### src/verilog/mmix_cfg.svh
// MMIX decoder constants: widths, local ring mask, operand flag bits and opcode bases
`ifndef MMIX_CFG_SVH
`define MMIX_CFG_SVH

// datapath widths
`define WORD_W        64    // octabyte data and address
`define INST_W        32    // tetrabyte instruction
`define REG_W         8     // register number X, Y, Z
`define RING_W        62    // O/S offsets into the register stack

// local registers live in a 256-entry ring
`define LRING_MASK    255

// operand flag byte, one bit per property of the opcode
`define F_Z_IMM       8'h01 // Z is an immediate byte
`define F_Z_REG       8'h02 // $Z is a source
`define F_Y_IMM       8'h04 // Y is an immediate byte
`define F_Y_REG       8'h08 // $Y is a source
`define F_X_SRC       8'h10 // $X is a source (third operand B)
`define F_X_DEST      8'h20 // $X gets written
`define F_REL         8'h40 // YZ or XYZ is a relative address
`define F_CTL         8'h80 // control changes here

// opcodes the decoder tests directly
`define OP_JMP        8'hF0 // JMP, JMPB is 8'hF1
`define OP_TRIP       8'hFF
`define OP_WYDE_BASE  8'hE0 // SETH..ANDNL occupy 8'hE0-8'hEF

`endif

### src/verilog/mmix_pkg.sv
// MMIX decoder types: internal op classes, operand specs and the records passed between stages
`include "mmix_cfg.svh"

package mmix_pkg;

	// internal operation class, one byte wide
	typedef enum logic [7:0] {
		trap,
		noop,       // TRIP from a negative location
		add,
		addu,
		sub,
		subu,
		cmp,
		cmpu,
		shl,
		shlu,
		shr,
		shru,
		br,
		pbr,        // probable branch
		cset,
		ld,
		st,
		or_op,
		orn,
		nor_op,
		xor_op,
		and_op,
		andn,
		nand_op,
		nxor,
		set,        // SETH..SETL and GETA
		jmp,
		trip
	} internal_op_t;

	// where an operand comes from
	typedef enum logic [1:0] {
		src_none   = 2'd0,
		src_imm    = 2'd1,  // value field holds it
		src_global = 2'd2,  // idx is a global register number
		src_local  = 2'd3   // idx is a slot in the local ring
	} src_kind_t;

	typedef struct packed {
		src_kind_t             kind;
		logic [`WORD_W-1:0]    value;  // immediate or computed address
		logic [`REG_W-1:0]     idx;
	} spec_t;

	// X destination
	typedef struct packed {
		logic                  valid;
		src_kind_t             kind;
		logic [`REG_W-1:0]     idx;
	} dest_t;

	// register stack context as seen by one instruction
	typedef struct packed {
		logic [`REG_W-1:0]     g;
		logic [`REG_W-1:0]     l;
		logic [`RING_W-1:0]    o;
	} ctx_t;

	typedef struct packed {
		logic [`INST_W-1:0]    inst;
		logic [`WORD_W-1:0]    loc;
		ctx_t                  ctx;
	} fetch_t;

	// stage 1 result
	typedef struct packed {
		fetch_t                fetch;
		internal_op_t          iop;
		logic [7:0]            flags;
		logic                  unsupported;
	} lookup_t;

	// decoded record leaving the pipe
	typedef struct packed {
		logic [`WORD_W-1:0]    loc;
		logic [7:0]            op;
		internal_op_t          iop;
		dest_t                 x;
		spec_t                 y;
		spec_t                 z;
		spec_t                 b;
		logic                  fault;  // unsupported or marginal X
	} decoded_t;

endpackage

### src/verilog/inst_decoder.sv
// MMIX two-stage pipelined instruction decoder: table lookup then operand specs
`timescale 1ns/1ns
`include "mmix_cfg.svh"

module inst_decoder import mmix_pkg::*; (
	input  logic     clk,
	input  logic     rst_n,
	input  logic     in_valid,
	output logic     in_ready,
	input  fetch_t   in_fetch,
	output logic     out_valid,
	input  logic     out_ready,
	output decoded_t out_dec
);

	// link between the stages
	logic    lk_valid;
	logic    lk_ready;
	lookup_t lk;

	// stage 1, opcode tables
	lookup_stage u_lookup (
		.clk      (clk),
		.rst_n    (rst_n),
		.in_valid (in_valid),
		.in_ready (in_ready),
		.in_fetch (in_fetch),
		.lk_valid (lk_valid),
		.lk_ready (lk_ready),
		.lk       (lk)
	);

	// stage 2, register mapping and decoded record
	operand_stage u_operand (
		.clk       (clk),
		.rst_n     (rst_n),
		.lk_valid  (lk_valid),
		.lk_ready  (lk_ready),
		.lk        (lk),
		.out_valid (out_valid),
		.out_ready (out_ready),
		.out_dec   (out_dec)
	);

endmodule

### src/verilog/lookup_stage.sv
// MMIX decode stage 1: holds the fetched instruction and looks up its op class and flags
`timescale 1ns/1ns
`include "mmix_cfg.svh"

module lookup_stage import mmix_pkg::*; (
	input  logic    clk,
	input  logic    rst_n,
	input  logic    in_valid,
	output logic    in_ready,
	input  fetch_t  in_fetch,
	output logic    lk_valid,
	input  logic    lk_ready,
	output lookup_t lk
);

	// TRAP flags, also used for every unsupported opcode
	localparam logic [7:0] trap_flags = `F_CTL | `F_Y_REG | `F_Z_REG;

	fetch_t       slot;          // single register slot
	logic [7:0]   op;
	logic [7:0]   alu_z;         // Z kind picked by the I bit
	logic [7:0]   alu_flags;
	internal_op_t iop;
	logic [7:0]   flags;
	logic         unsupported;

	// slot takes a new item when empty or draining this cycle
	assign in_ready = ~lk_valid | lk_ready;

	always_ff @(posedge clk) begin
		if (!rst_n) begin
			lk_valid <= 1'b0;
		end else if (in_ready) begin
			lk_valid <= in_valid;   // empty slot when nothing comes in
		end
	end

	always_ff @(posedge clk) begin
		if (in_valid && in_ready) begin
			slot <= in_fetch;
		end
	end

	assign op        = slot.inst[31:24];
	assign alu_z     = op[0] ? `F_Z_IMM : `F_Z_REG;  // odd opcode is the immediate form
	assign alu_flags = `F_X_DEST | `F_Y_REG | alu_z;

	// opcode table, decoded by ranges
	always_comb begin
		iop         = trap;
		flags       = trap_flags;
		unsupported = 1'b0;
		case (op) inside
			8'h00: begin
				iop   = trap;
				flags = trap_flags;
			end
			[8'h20:8'h27]: begin
				case (op[2:1])            // ADD, ADDU, SUB, SUBU pairs
					2'd0: iop = add;
					2'd1: iop = addu;
					2'd2: iop = sub;
					default: iop = subu;
				endcase
				flags = alu_flags;
			end
			[8'h30:8'h33]: begin
				iop   = op[1] ? cmpu : cmp;
				flags = alu_flags;
			end
			[8'h34:8'h37]: begin
				iop   = op[1] ? subu : sub;  // NEG is 0 - Z with Y as the immediate
				flags = `F_X_DEST | `F_Y_IMM | alu_z;
			end
			[8'h38:8'h3F]: begin
				case (op[2:1])
					2'd0: iop = shl;
					2'd1: iop = shlu;
					2'd2: iop = shr;
					default: iop = shru;
				endcase
				flags = alu_flags;
			end
			[8'h40:8'h4F]: begin
				iop   = br;
				flags = `F_X_SRC | `F_REL;   // test $X, target from YZ
			end
			[8'h50:8'h5F]: begin
				iop   = pbr;
				flags = `F_X_SRC | `F_REL;
			end
			[8'h60:8'h6F]: begin
				iop   = cset;
				flags = `F_X_SRC | `F_X_DEST | `F_Y_REG | alu_z;  // $X kept when test fails
			end
			[8'h80:8'h8F]: begin
				iop   = ld;
				flags = alu_flags;
			end
			[8'hA0:8'hAF]: begin
				iop   = st;
				flags = `F_X_SRC | `F_Y_REG | alu_z;  // $X is the store data
			end
			[8'hC0:8'hCF]: begin
				case (op[3:1])
					3'd0: iop = or_op;
					3'd1: iop = orn;
					3'd2: iop = nor_op;
					3'd3: iop = xor_op;
					3'd4: iop = and_op;
					3'd5: iop = andn;
					3'd6: iop = nand_op;
					default: iop = nxor;
				endcase
				flags = alu_flags;
			end
			[8'hE0:8'hE3]: begin
				iop   = set;                 // SETH..SETL
				flags = `F_X_DEST;
			end
			[8'hE4:8'hE7]: begin
				iop   = addu;                // INCH..INCL
				flags = `F_X_SRC | `F_X_DEST;
			end
			[8'hE8:8'hEB]: begin
				iop   = or_op;               // ORH..ORL
				flags = `F_X_SRC | `F_X_DEST;
			end
			[8'hEC:8'hEF]: begin
				iop   = andn;                // ANDNH..ANDNL
				flags = `F_X_SRC | `F_X_DEST;
			end
			[8'hF0:8'hF1]: begin
				iop   = jmp;
				flags = `F_REL | `F_CTL;
			end
			[8'hF4:8'hF5]: begin
				iop   = set;                 // GETA loads the address into $X
				flags = `F_X_DEST | `F_REL;
			end
			`OP_TRIP: begin
				if (slot.loc[63]) begin      // negative location turns TRIP into a no-op
					iop   = noop;
					flags = 8'h00;
				end else begin
					iop   = trip;
					flags = trap_flags;
				end
			end
			default: begin
				iop         = trap;          // everything else traps
				flags       = trap_flags;
				unsupported = 1'b1;
			end
		endcase
	end

	assign lk = '{fetch: slot, iop: iop, flags: flags, unsupported: unsupported};

endmodule

### src/verilog/operand_stage.sv
// MMIX decode stage 2: operand and destination specs from flags and stack context, output slot
`timescale 1ns/1ns
`include "mmix_cfg.svh"

module operand_stage import mmix_pkg::*; (
	input  logic     clk,
	input  logic     rst_n,
	input  logic     lk_valid,
	output logic     lk_ready,
	input  lookup_t  lk,
	output logic     out_valid,
	input  logic     out_ready,
	output decoded_t out_dec
);

	localparam logic [`RING_W-1:0] ring_mask = `LRING_MASK;

	logic [7:0]          op, xx, yy, zz;
	logic [15:0]         yz;
	logic [`WORD_W-1:0]  loc;
	ctx_t                ctx;
	logic [7:0]          f;
	logic [`WORD_W-1:0]  rel_off;   // 4 x signed offset
	logic [`WORD_W-1:0]  wyde;      // YZ moved to its wyde position
	spec_t               x_map;
	logic                marginal;
	decoded_t            nxt;

	// global when r >= G, otherwise a slot in the local ring at O + r
	function automatic spec_t map_reg(input logic [`REG_W-1:0] r, input ctx_t c);
		logic [`RING_W-1:0] ring;
		spec_t s;
		ring    = (c.o + {{(`RING_W-`REG_W){1'b0}}, r}) & ring_mask;
		s.value = '0;
		if (r >= c.g) begin
			s.kind = src_global;
			s.idx  = r;
		end else begin
			s.kind = src_local;
			s.idx  = ring[`REG_W-1:0];
		end
		return s;
	endfunction

	assign {op, xx, yy, zz} = lk.fetch.inst;
	assign yz  = {yy, zz};
	assign loc = lk.fetch.loc;
	assign ctx = lk.fetch.ctx;
	assign f   = lk.flags;

	// branch and GETA offsets are YZ, JMP uses XYZ; odd opcode means backward
	assign rel_off = ((op & 8'hFE) == `OP_JMP) ?
		{{(`WORD_W-26){op[0]}}, xx, yy, zz, 2'b00} :
		{{(`WORD_W-18){op[0]}}, yz, 2'b00};

	always_comb begin
		case (op[1:0])
			2'd0: wyde = {yz, 48'h0};       // high wyde
			2'd1: wyde = {16'h0, yz, 32'h0};
			2'd2: wyde = {32'h0, yz, 16'h0};
			default: wyde = {48'h0, yz};    // low wyde
		endcase
	end

	assign x_map    = map_reg(xx, ctx);
	// X between L and G would need the stack to grow
	assign marginal = |(f & `F_X_DEST) && (xx >= ctx.l) && (xx < ctx.g);

	always_comb begin
		nxt.loc   = loc;
		nxt.op    = op;
		nxt.iop   = marginal ? trap : lk.iop;
		nxt.fault = lk.unsupported | marginal;
		nxt.y     = '{kind: src_none, value: '0, idx: '0};
		nxt.z     = '{kind: src_none, value: '0, idx: '0};
		nxt.b     = '{kind: src_none, value: '0, idx: '0};
		nxt.x     = '{valid: 1'b0, kind: src_none, idx: '0};

		if (|(f & `F_REL)) begin
			nxt.y = '{kind: src_imm, value: loc + 64'd4, idx: '0};   // return address
			nxt.z = '{kind: src_imm, value: loc + rel_off, idx: '0}; // target
		end else begin
			if (op[7:4] == `OP_WYDE_BASE >> 4) begin
				nxt.z = '{kind: src_imm, value: wyde, idx: '0};
			end else if (|(f & `F_Z_IMM)) begin
				nxt.z = '{kind: src_imm, value: {56'h0, zz}, idx: '0};
			end else if (|(f & `F_Z_REG)) begin
				nxt.z = map_reg(zz, ctx);
			end
			if (|(f & `F_Y_IMM)) begin
				nxt.y = '{kind: src_imm, value: {56'h0, yy}, idx: '0};
			end else if (|(f & `F_Y_REG)) begin
				nxt.y = map_reg(yy, ctx);
			end
		end

		if (|(f & `F_X_SRC))
			nxt.b = x_map;      // $X read as third operand

		// destination only when X is plainly global or local
		if (|(f & `F_X_DEST) && !marginal) begin
			nxt.x = '{valid: 1'b1, kind: x_map.kind, idx: x_map.idx};
		end
	end

	// output slot, same accept rule as stage 1
	assign lk_ready = ~out_valid | out_ready;

	always_ff @(posedge clk) begin
		if (!rst_n) begin
			out_valid <= 1'b0;
		end else if (lk_ready) begin
			out_valid <= lk_valid;
		end
	end

	always_ff @(posedge clk) begin
		if (lk_valid && lk_ready)
			out_dec <= nxt;
	end

endmodule
### config.mk
export PLATFORM = sky130hd
export DESIGN_NAME = inst_decoder
export DESIGN_NICKNAME = d
export VERILOG_FILES = /design/src/verilog/mmix_pkg.sv /design/src/verilog/inst_decoder.sv /design/src/verilog/lookup_stage.sv /design/src/verilog/operand_stage.sv
export VERILOG_INCLUDE_DIRS = /design/src /design/src/verilog
export SDC_FILE = /design/constraint.sdc
export NUM_CORES = 1
export LEC_CHECK = 0
export ABC_CLOCK_PERIOD_IN_PS = 18800
export BUFFER_PORTS_ARGS = -buffer_cell sky130_fd_sc_hd__buf_2
export CAP_MARGIN = 10
export CORE_MARGIN = 5
export CORE_UTILIZATION = 54
export CTS_BUF_LIST = sky130_fd_sc_hd__clkbuf_4 sky130_fd_sc_hd__clkbuf_8 sky130_fd_sc_hd__clkbuf_16
export DETAILED_ROUTE_END_ITERATION = 8
export PLACE_DENSITY = 0.81
export SLEW_MARGIN = 10
export SYNTH_ARGS = -nofsm -noshare
export SYNTH_HDL_FRONTEND = slang
export SYNTH_SLANG_ARGS = --single-unit
### constraint.sdc
create_clock -name clk -period 18.8 [get_ports clk]
set_input_delay 3.76 -clock clk [delete_from_list [all_inputs] [get_ports clk]]
set_output_delay 3.76 -clock clk [all_outputs]
set_load 0.005 [all_outputs]
Word level (Yosys, flattened, before mapping)
Cells that the tools add are included.
{"block": "word_totals", "reg_bits": 436, "latch_bits": 0, "ram_bits": 0, "romBits": 0, "input_bits": 178, "out_inout_bits": 316, "memories": 0}
{"block": "op_classes", "n_addsub": 5, "multipliers": 0, "div_mod_pow": 0, "magnitude_cmp": 37, "n_eq_ne": 13, "shift": 0, "mux": 76, "n_bitwise": 7, "reduce_logical": 31}
{"cell": "74-bit two-way mux", "n": 3}
{"cell": "64-bit case mux with 3 select lines", "n": 1}
{"cell": "8-bit two-way mux", "n": 20}
{"cell": "146-bit two-way mux", "n": 1}
{"cell": "7-bit two-way mux", "n": 18}
{"cell": "73-bit two-way mux", "n": 1}
{"cell": "8-bit greater-or-equal comparator, second input constant", "n": 9}
{"cell": "8-bit <= comparator, second input constant", "n": 9}
{"cell": "72-bit two-way mux", "n": 1}
{"cell": "64-bit by 3-bit adder with 64-bit output, second input constant", "n": 1}
{"cell": "64-bit adder", "n": 1}
{"cell": "8-bit by 6-bit greater-or-equal comparator with 1-bit output, second input constant", "n": 4}
{"cell": "8-bit greater-or-equal comparator", "n": 4}
{"cell": "8-bit by 6-bit <= comparator with 1-bit output, second input constant", "n": 4}
{"cell": "4-bit case mux with 7 select lines", "n": 1}
{"cell": "26-bit two-way mux", "n": 1}
{"cell": "8-bit adder", "n": 3}
{"cell": "8-bit by 7-bit greater-or-equal comparator with 1-bit output, second input constant", "n": 3}
{"cell": "8-bit by 7-bit <= comparator with 1-bit output, second input constant", "n": 3}
{"cell": "1-bit two-way mux", "n": 23}
{"cell": "1-bit logical AND", "n": 21}
{"cell": "11-bit two-way mux", "n": 1}
{"cell": "3-bit == test, second input constant", "n": 3}
{"cell": "3-bit case mux with 3 select lines", "n": 1}
{"cell": "21 further kinds", "n": 32}

Longest topological paths before layout
{"block": "logic_depth", "depth_word": 24, "mapped_depth": 19}

Cells and area by module
Synthesis repeated with hierarchy kept, for this count alone.
{"block": "unflattened", "hier_cells": 1875, "hier_area_um2": 21813.4}
{"module": "operand_stage", "instances": 1, "cells_each": 1567, "area_per_inst_um2": 15801.4, "seq_area_each_um2": 7527.2}
{"module": "lookup_stage", "instances": 1, "cells_each": 308, "area_per_inst_um2": 6012.0, "seq_area_each_um2": 5245.0}

Worst setup path after synthesis
No wires, ideal clock.
{"block": "synth_path", "path_type": "in2reg", "start": "input out_ready", "end": "register, netlist name u_operand.out_dec[0]", "setup_time_ns": 0.889, "arrival_time_ns": 14.732, "required_ns": 17.911, "slack_ns": 3.179, "cell_stages": 2, "path_buffers": 0, "path_cell_list": "nor2b_1 > nor2b_1"}
{"block": "synth_via", "elab_chain_cells": 2}
{"element": "start, declared", "line": "inst_decoder.sv:12", "text": "input logic out_ready,"}
{"element": "1-bit bitwise OR", "line": "operand_stage.sv:107", "text": "assign lk_ready = ~out_valid | out_ready;"}
{"element": "1-bit logical AND", "line": "operand_stage.sv:118", "text": "if (lk_valid && lk_ready)"}
Every way passes these cells.
A chain may end at the register's enable or synchronous reset.

Final worst setup path
{"block": "layout_path", "start": "input out_ready", "end": "output in_ready"}
{"block": "layout_via", "elab_chain_cells": 2}
{"element": "1-bit bitwise OR", "line": "operand_stage.sv:107"}
{"element": "1-bit bitwise OR", "line": "lookup_stage.sv:28", "text": "assign in_ready = ~lk_valid | lk_ready;"}
{"element": "end, declared", "line": "inst_decoder.sv:9", "text": "output logic in_ready,"}
Every way passes these cells.

==> summary.txt <==
Floorplan
  • Placement row count: 70
  • # IOs: between 400 and 500
  • Chip width: 203 um
  • Die H: 203 um
  • Core ar.: roughly 37000 um2
  • DIE AREA: 41100 um2
  • Initial Util: 0.547

GRT
  • Grt ovf: 0
  • Largest net degree at the start of global routing: 172
  • Vias in the first global route: 15230
  • Initial antenna violation count: 3
  • First-pass GRT wire length: a little under 90 mm
  • GRT Util Overall: 0.276

Clock tree
  • CTS root buffer: clkbuf_16
  • Cts repair resizes: 0
  • Clock Path Buffers: 3
  • CTS Sinks: roughly 370
  • Clk pin slew, worst setup/hold paths: about 0.06 ns
  • Clk Latency, worst-skew pair: approximately 0.56 ns
  • Post-CTS Setup Bufs: 0
  • CTS Hold Bufs: 0
  • CTS tree: done
  • CTS Buf Count: 38
  • CTS H-tree lvls: 2

Place
  • DP HPWL: ~42 mm
  • GPL Wtd Cong: between 0.9 and 1
  • PortBufs: roughly 370
  • DP Cell Count: about 2600

Synth
  • Seq cells post-synth: about 370
  • Number of distinct library cells after synthesis: just under 80
  • Sequential share of the synthesized area: 0.552
  • Async SR Flop Fraction: 0
  • Post-synth design cell area: between 20000 and 25000 um2
  • Yosys warning count: 0
  • EDFF count, synth: 367
  • Gate Count Post-Synth: between 1500 and 2000
  • Main synth FF type: edfxtp_1
  • Syn_area_per_cell: between 10 and 15 um2

Power and ir drop
  • Clock Power Share: 0.358
  • NetSw: approximately 0.54 mW
  • Static Leak: around 9.5 nW
  • Reg power frac: 0.485
  • Internal Pwr Total: between 1.5 and 2 mW
  • Sw frac: 0.263
  • Combinational power share: 0.157
  • Peak VDD IR: 61.6 uV
  • Pwr dens: about 88 nW/um2

Drt
  • Routed wire length: roughly 59 mm
  • DR vias: 15576
  • DRC viols: 0
  • Wire length per cell: 22.3 um
  • 1st-iter DRT viols: about 1500
  • Post-DRT Antenna Nets: 0
  • Drt pass-1 iters: 8
  • Vias/cell: about 6

Timing
  • Fmax: around 0.12 GHz
  • Fin Setup TNS: 0 ns
  • Final setup viols: 0
  • Clock Skew: around 0.022 ns
  • Final Hold Fails: 0
  • Period utilisation layout: 0.436
  • Fin crit period: between 8 and 9 ns
  • RSZ-0062 raised after global routing: no
  • Max Transition Viols Final: 0
  • Worst slew pin tran: 1.22 ns
  • Slew HR: 0.183

Finish
  • Layout cell share with drive strength beyond 1: 0.224
  • Finished Layout Cells: between 2000 and 3000
  • Area of the multi-input gates: roughly 8300 um2
  • Final net count: about 2400
  • # fillers: around 2900
  • Register area: 11100 um2
  • Area growth from synthesis to layout: 16.8%
  • Final Util: 0.639

Worst setup path
  • Setup CP Type: primary input to primary output
  • CP max FO: 4
  • Startpoint types: primary input
  • Critical path required time: between 15 and 20 ns
  • Endpoint class of the critical path: primary output
  • Crit path DAT: about 4.4 ns

Job
  • Max-capacitance violation count: 0

Outcome
  • Status: completed

Min path
  • HP Class: flop to flop
[stage by stage]
stage | instance area [um2] | setup slack, ns | hold slack [ns] | power [mW]
global route | 23400 | 10.54 | 0.508 | 2.14
CTS | 23400 | 10.59 | 0.492 | 2.07
detailed placement | 22200 | 10.59 | 0.475 | 1.33
floorplan | 20300 | 3.18 | 0.421 | 1.23
finish | 23400 | 10.60 | 0.497 | 2.06
global placement | 22200 | 10.60 | 0.470 | 1.32
[final cells by class]
class / instances / share of cell area
tap: 468 / 0.0250
clock inverter: 15 / 0.00454
sequential: 369 / 0.473
multi-input combinational: 1280 / 0.354
inverter: 62 / 0.00994
timing repair buffer: 392 / 0.0865
antenna: 1 / 0.000107
clock buffer: 52 / 0.0476
[sequential cells by signal (all words and copies together) (netlist names)]
name	cells
u_lookup.lk_valid	1
u_operand.out_dec	247
u_operand.out_valid	1
u_lookup.lk	120
[cells in the final DEF (no fill, tap or decap), drive strengths merged, types with 47 or more instances in the layout]
cell / synthesis / final
buf: 73 / 392
edfxtp: 367 / 367
nor2: 158 / 158
nand2: 146 / 146
a21oi: 126 / 126
o21ai: 117 / 117
ha: 115 / 115
xor2: 67 / 67
conb: 1 / 67
a21o: 64 / 64
inv: 61 / 61
clkbuf: 60 / 52
xnor2: 48 / 48
nand3: 47 / 47
[power groups by stage]
| stage | sequential (mW) | combinational (mW) | clock [mW] |
|---|---|---|---|
| floorplan | 1.02 | 0.213 | 0 |
| global placement | 1.02 | 0.307 | 0 |
| detailed placement | 1.02 | 0.316 | 0 |
| CTS | 1.00 | 0.320 | 0.749 |
| global route | 1.00 | 0.355 | 0.784 |
| finish | 1.00 | 0.323 | 0.739 |
[path summary, 6_finish.rpt]
check                                                start                          endpoint  depth (start not counted)  slack (ns)
worst max-delay path                             out_ready                          in_ready                          4       10.60
worst min-delay path             u_lookup.lk[96]$_DFFE_PP_  u_operand.out_dec[251]$_DFFE_PP_                          0        0.50
worst max register to register  u_lookup.lk[188]$_DFFE_PP_  u_operand.out_dec[142]$_DFFE_PP_                         15       12.69
worst min register to register   u_lookup.lk[96]$_DFFE_PP_  u_operand.out_dec[251]$_DFFE_PP_                          0        0.50
[worst max-delay path, stage by stage]
cell and delay, ns:
buf_2 0.10, nor2b_1 0.31, nand2_1 0.13, buf_2 0.15
[Yosys cell counts (6+ instances only)]
library cell	number	area, um2
or3_1	20	125
xor2_1	67	587
nand2_1	145	544
nor2_1	157	589
o21ai_0	114	571
nand2b_1	20	125
a21o_1	64	480
and3_1	21	131
buf_4	67	503
edfxtp_1	367	11000
a211oi_1	9	67.6
nor2b_1	18	113
a22o_1	10	87.6
xnor2_1	48	420
o31ai_1	7	52.6
nand4_1	32	200
a31oi_1	9	56.3
o21bai_1	22	165
ha_1	115	1440
and4_1	7	61.3
o211ai_1	10	75.1
a211o_1	6	52.6
inv_1	61	229
nor3_1	13	65.1
mux2i_1	11	110
and2_1	12	75.1
a31o_2	6	52.6
nand3_1	47	235
o21a_1	14	105
clkbuf_1	60	225
a21oi_1	124	621
[logic make-up after synthesis]
group | count (synthesis) | share of synthesized area
AND/OR/NAND/NOR | 523 | 0.125
AO/OA/AOI/OAI | 445 | 0.142
flip-flops | 369 | 0.552
buffers and inverters | 195 | 0.0492
adder cells (fa/ha/maj) | 119 | 0.0758
XOR/XNOR | 115 | 0.0503
multiplexers | 11 | 0.00549
other | 1 | 0.000187
[per-layer routing]
metal | GRT usage | share of wire | up-vias
met5 | 0 | 0.00039 | -
li1 | - | - | 7167
met4 | 0.105 | 0.039 | 4
met2 | 0.459 | 0.47 | 832
met1 | 0.367 | 0.40 | 7458
met3 | 0.0479 | 0.088 | 115
Power figures use the tool's default switching activity.
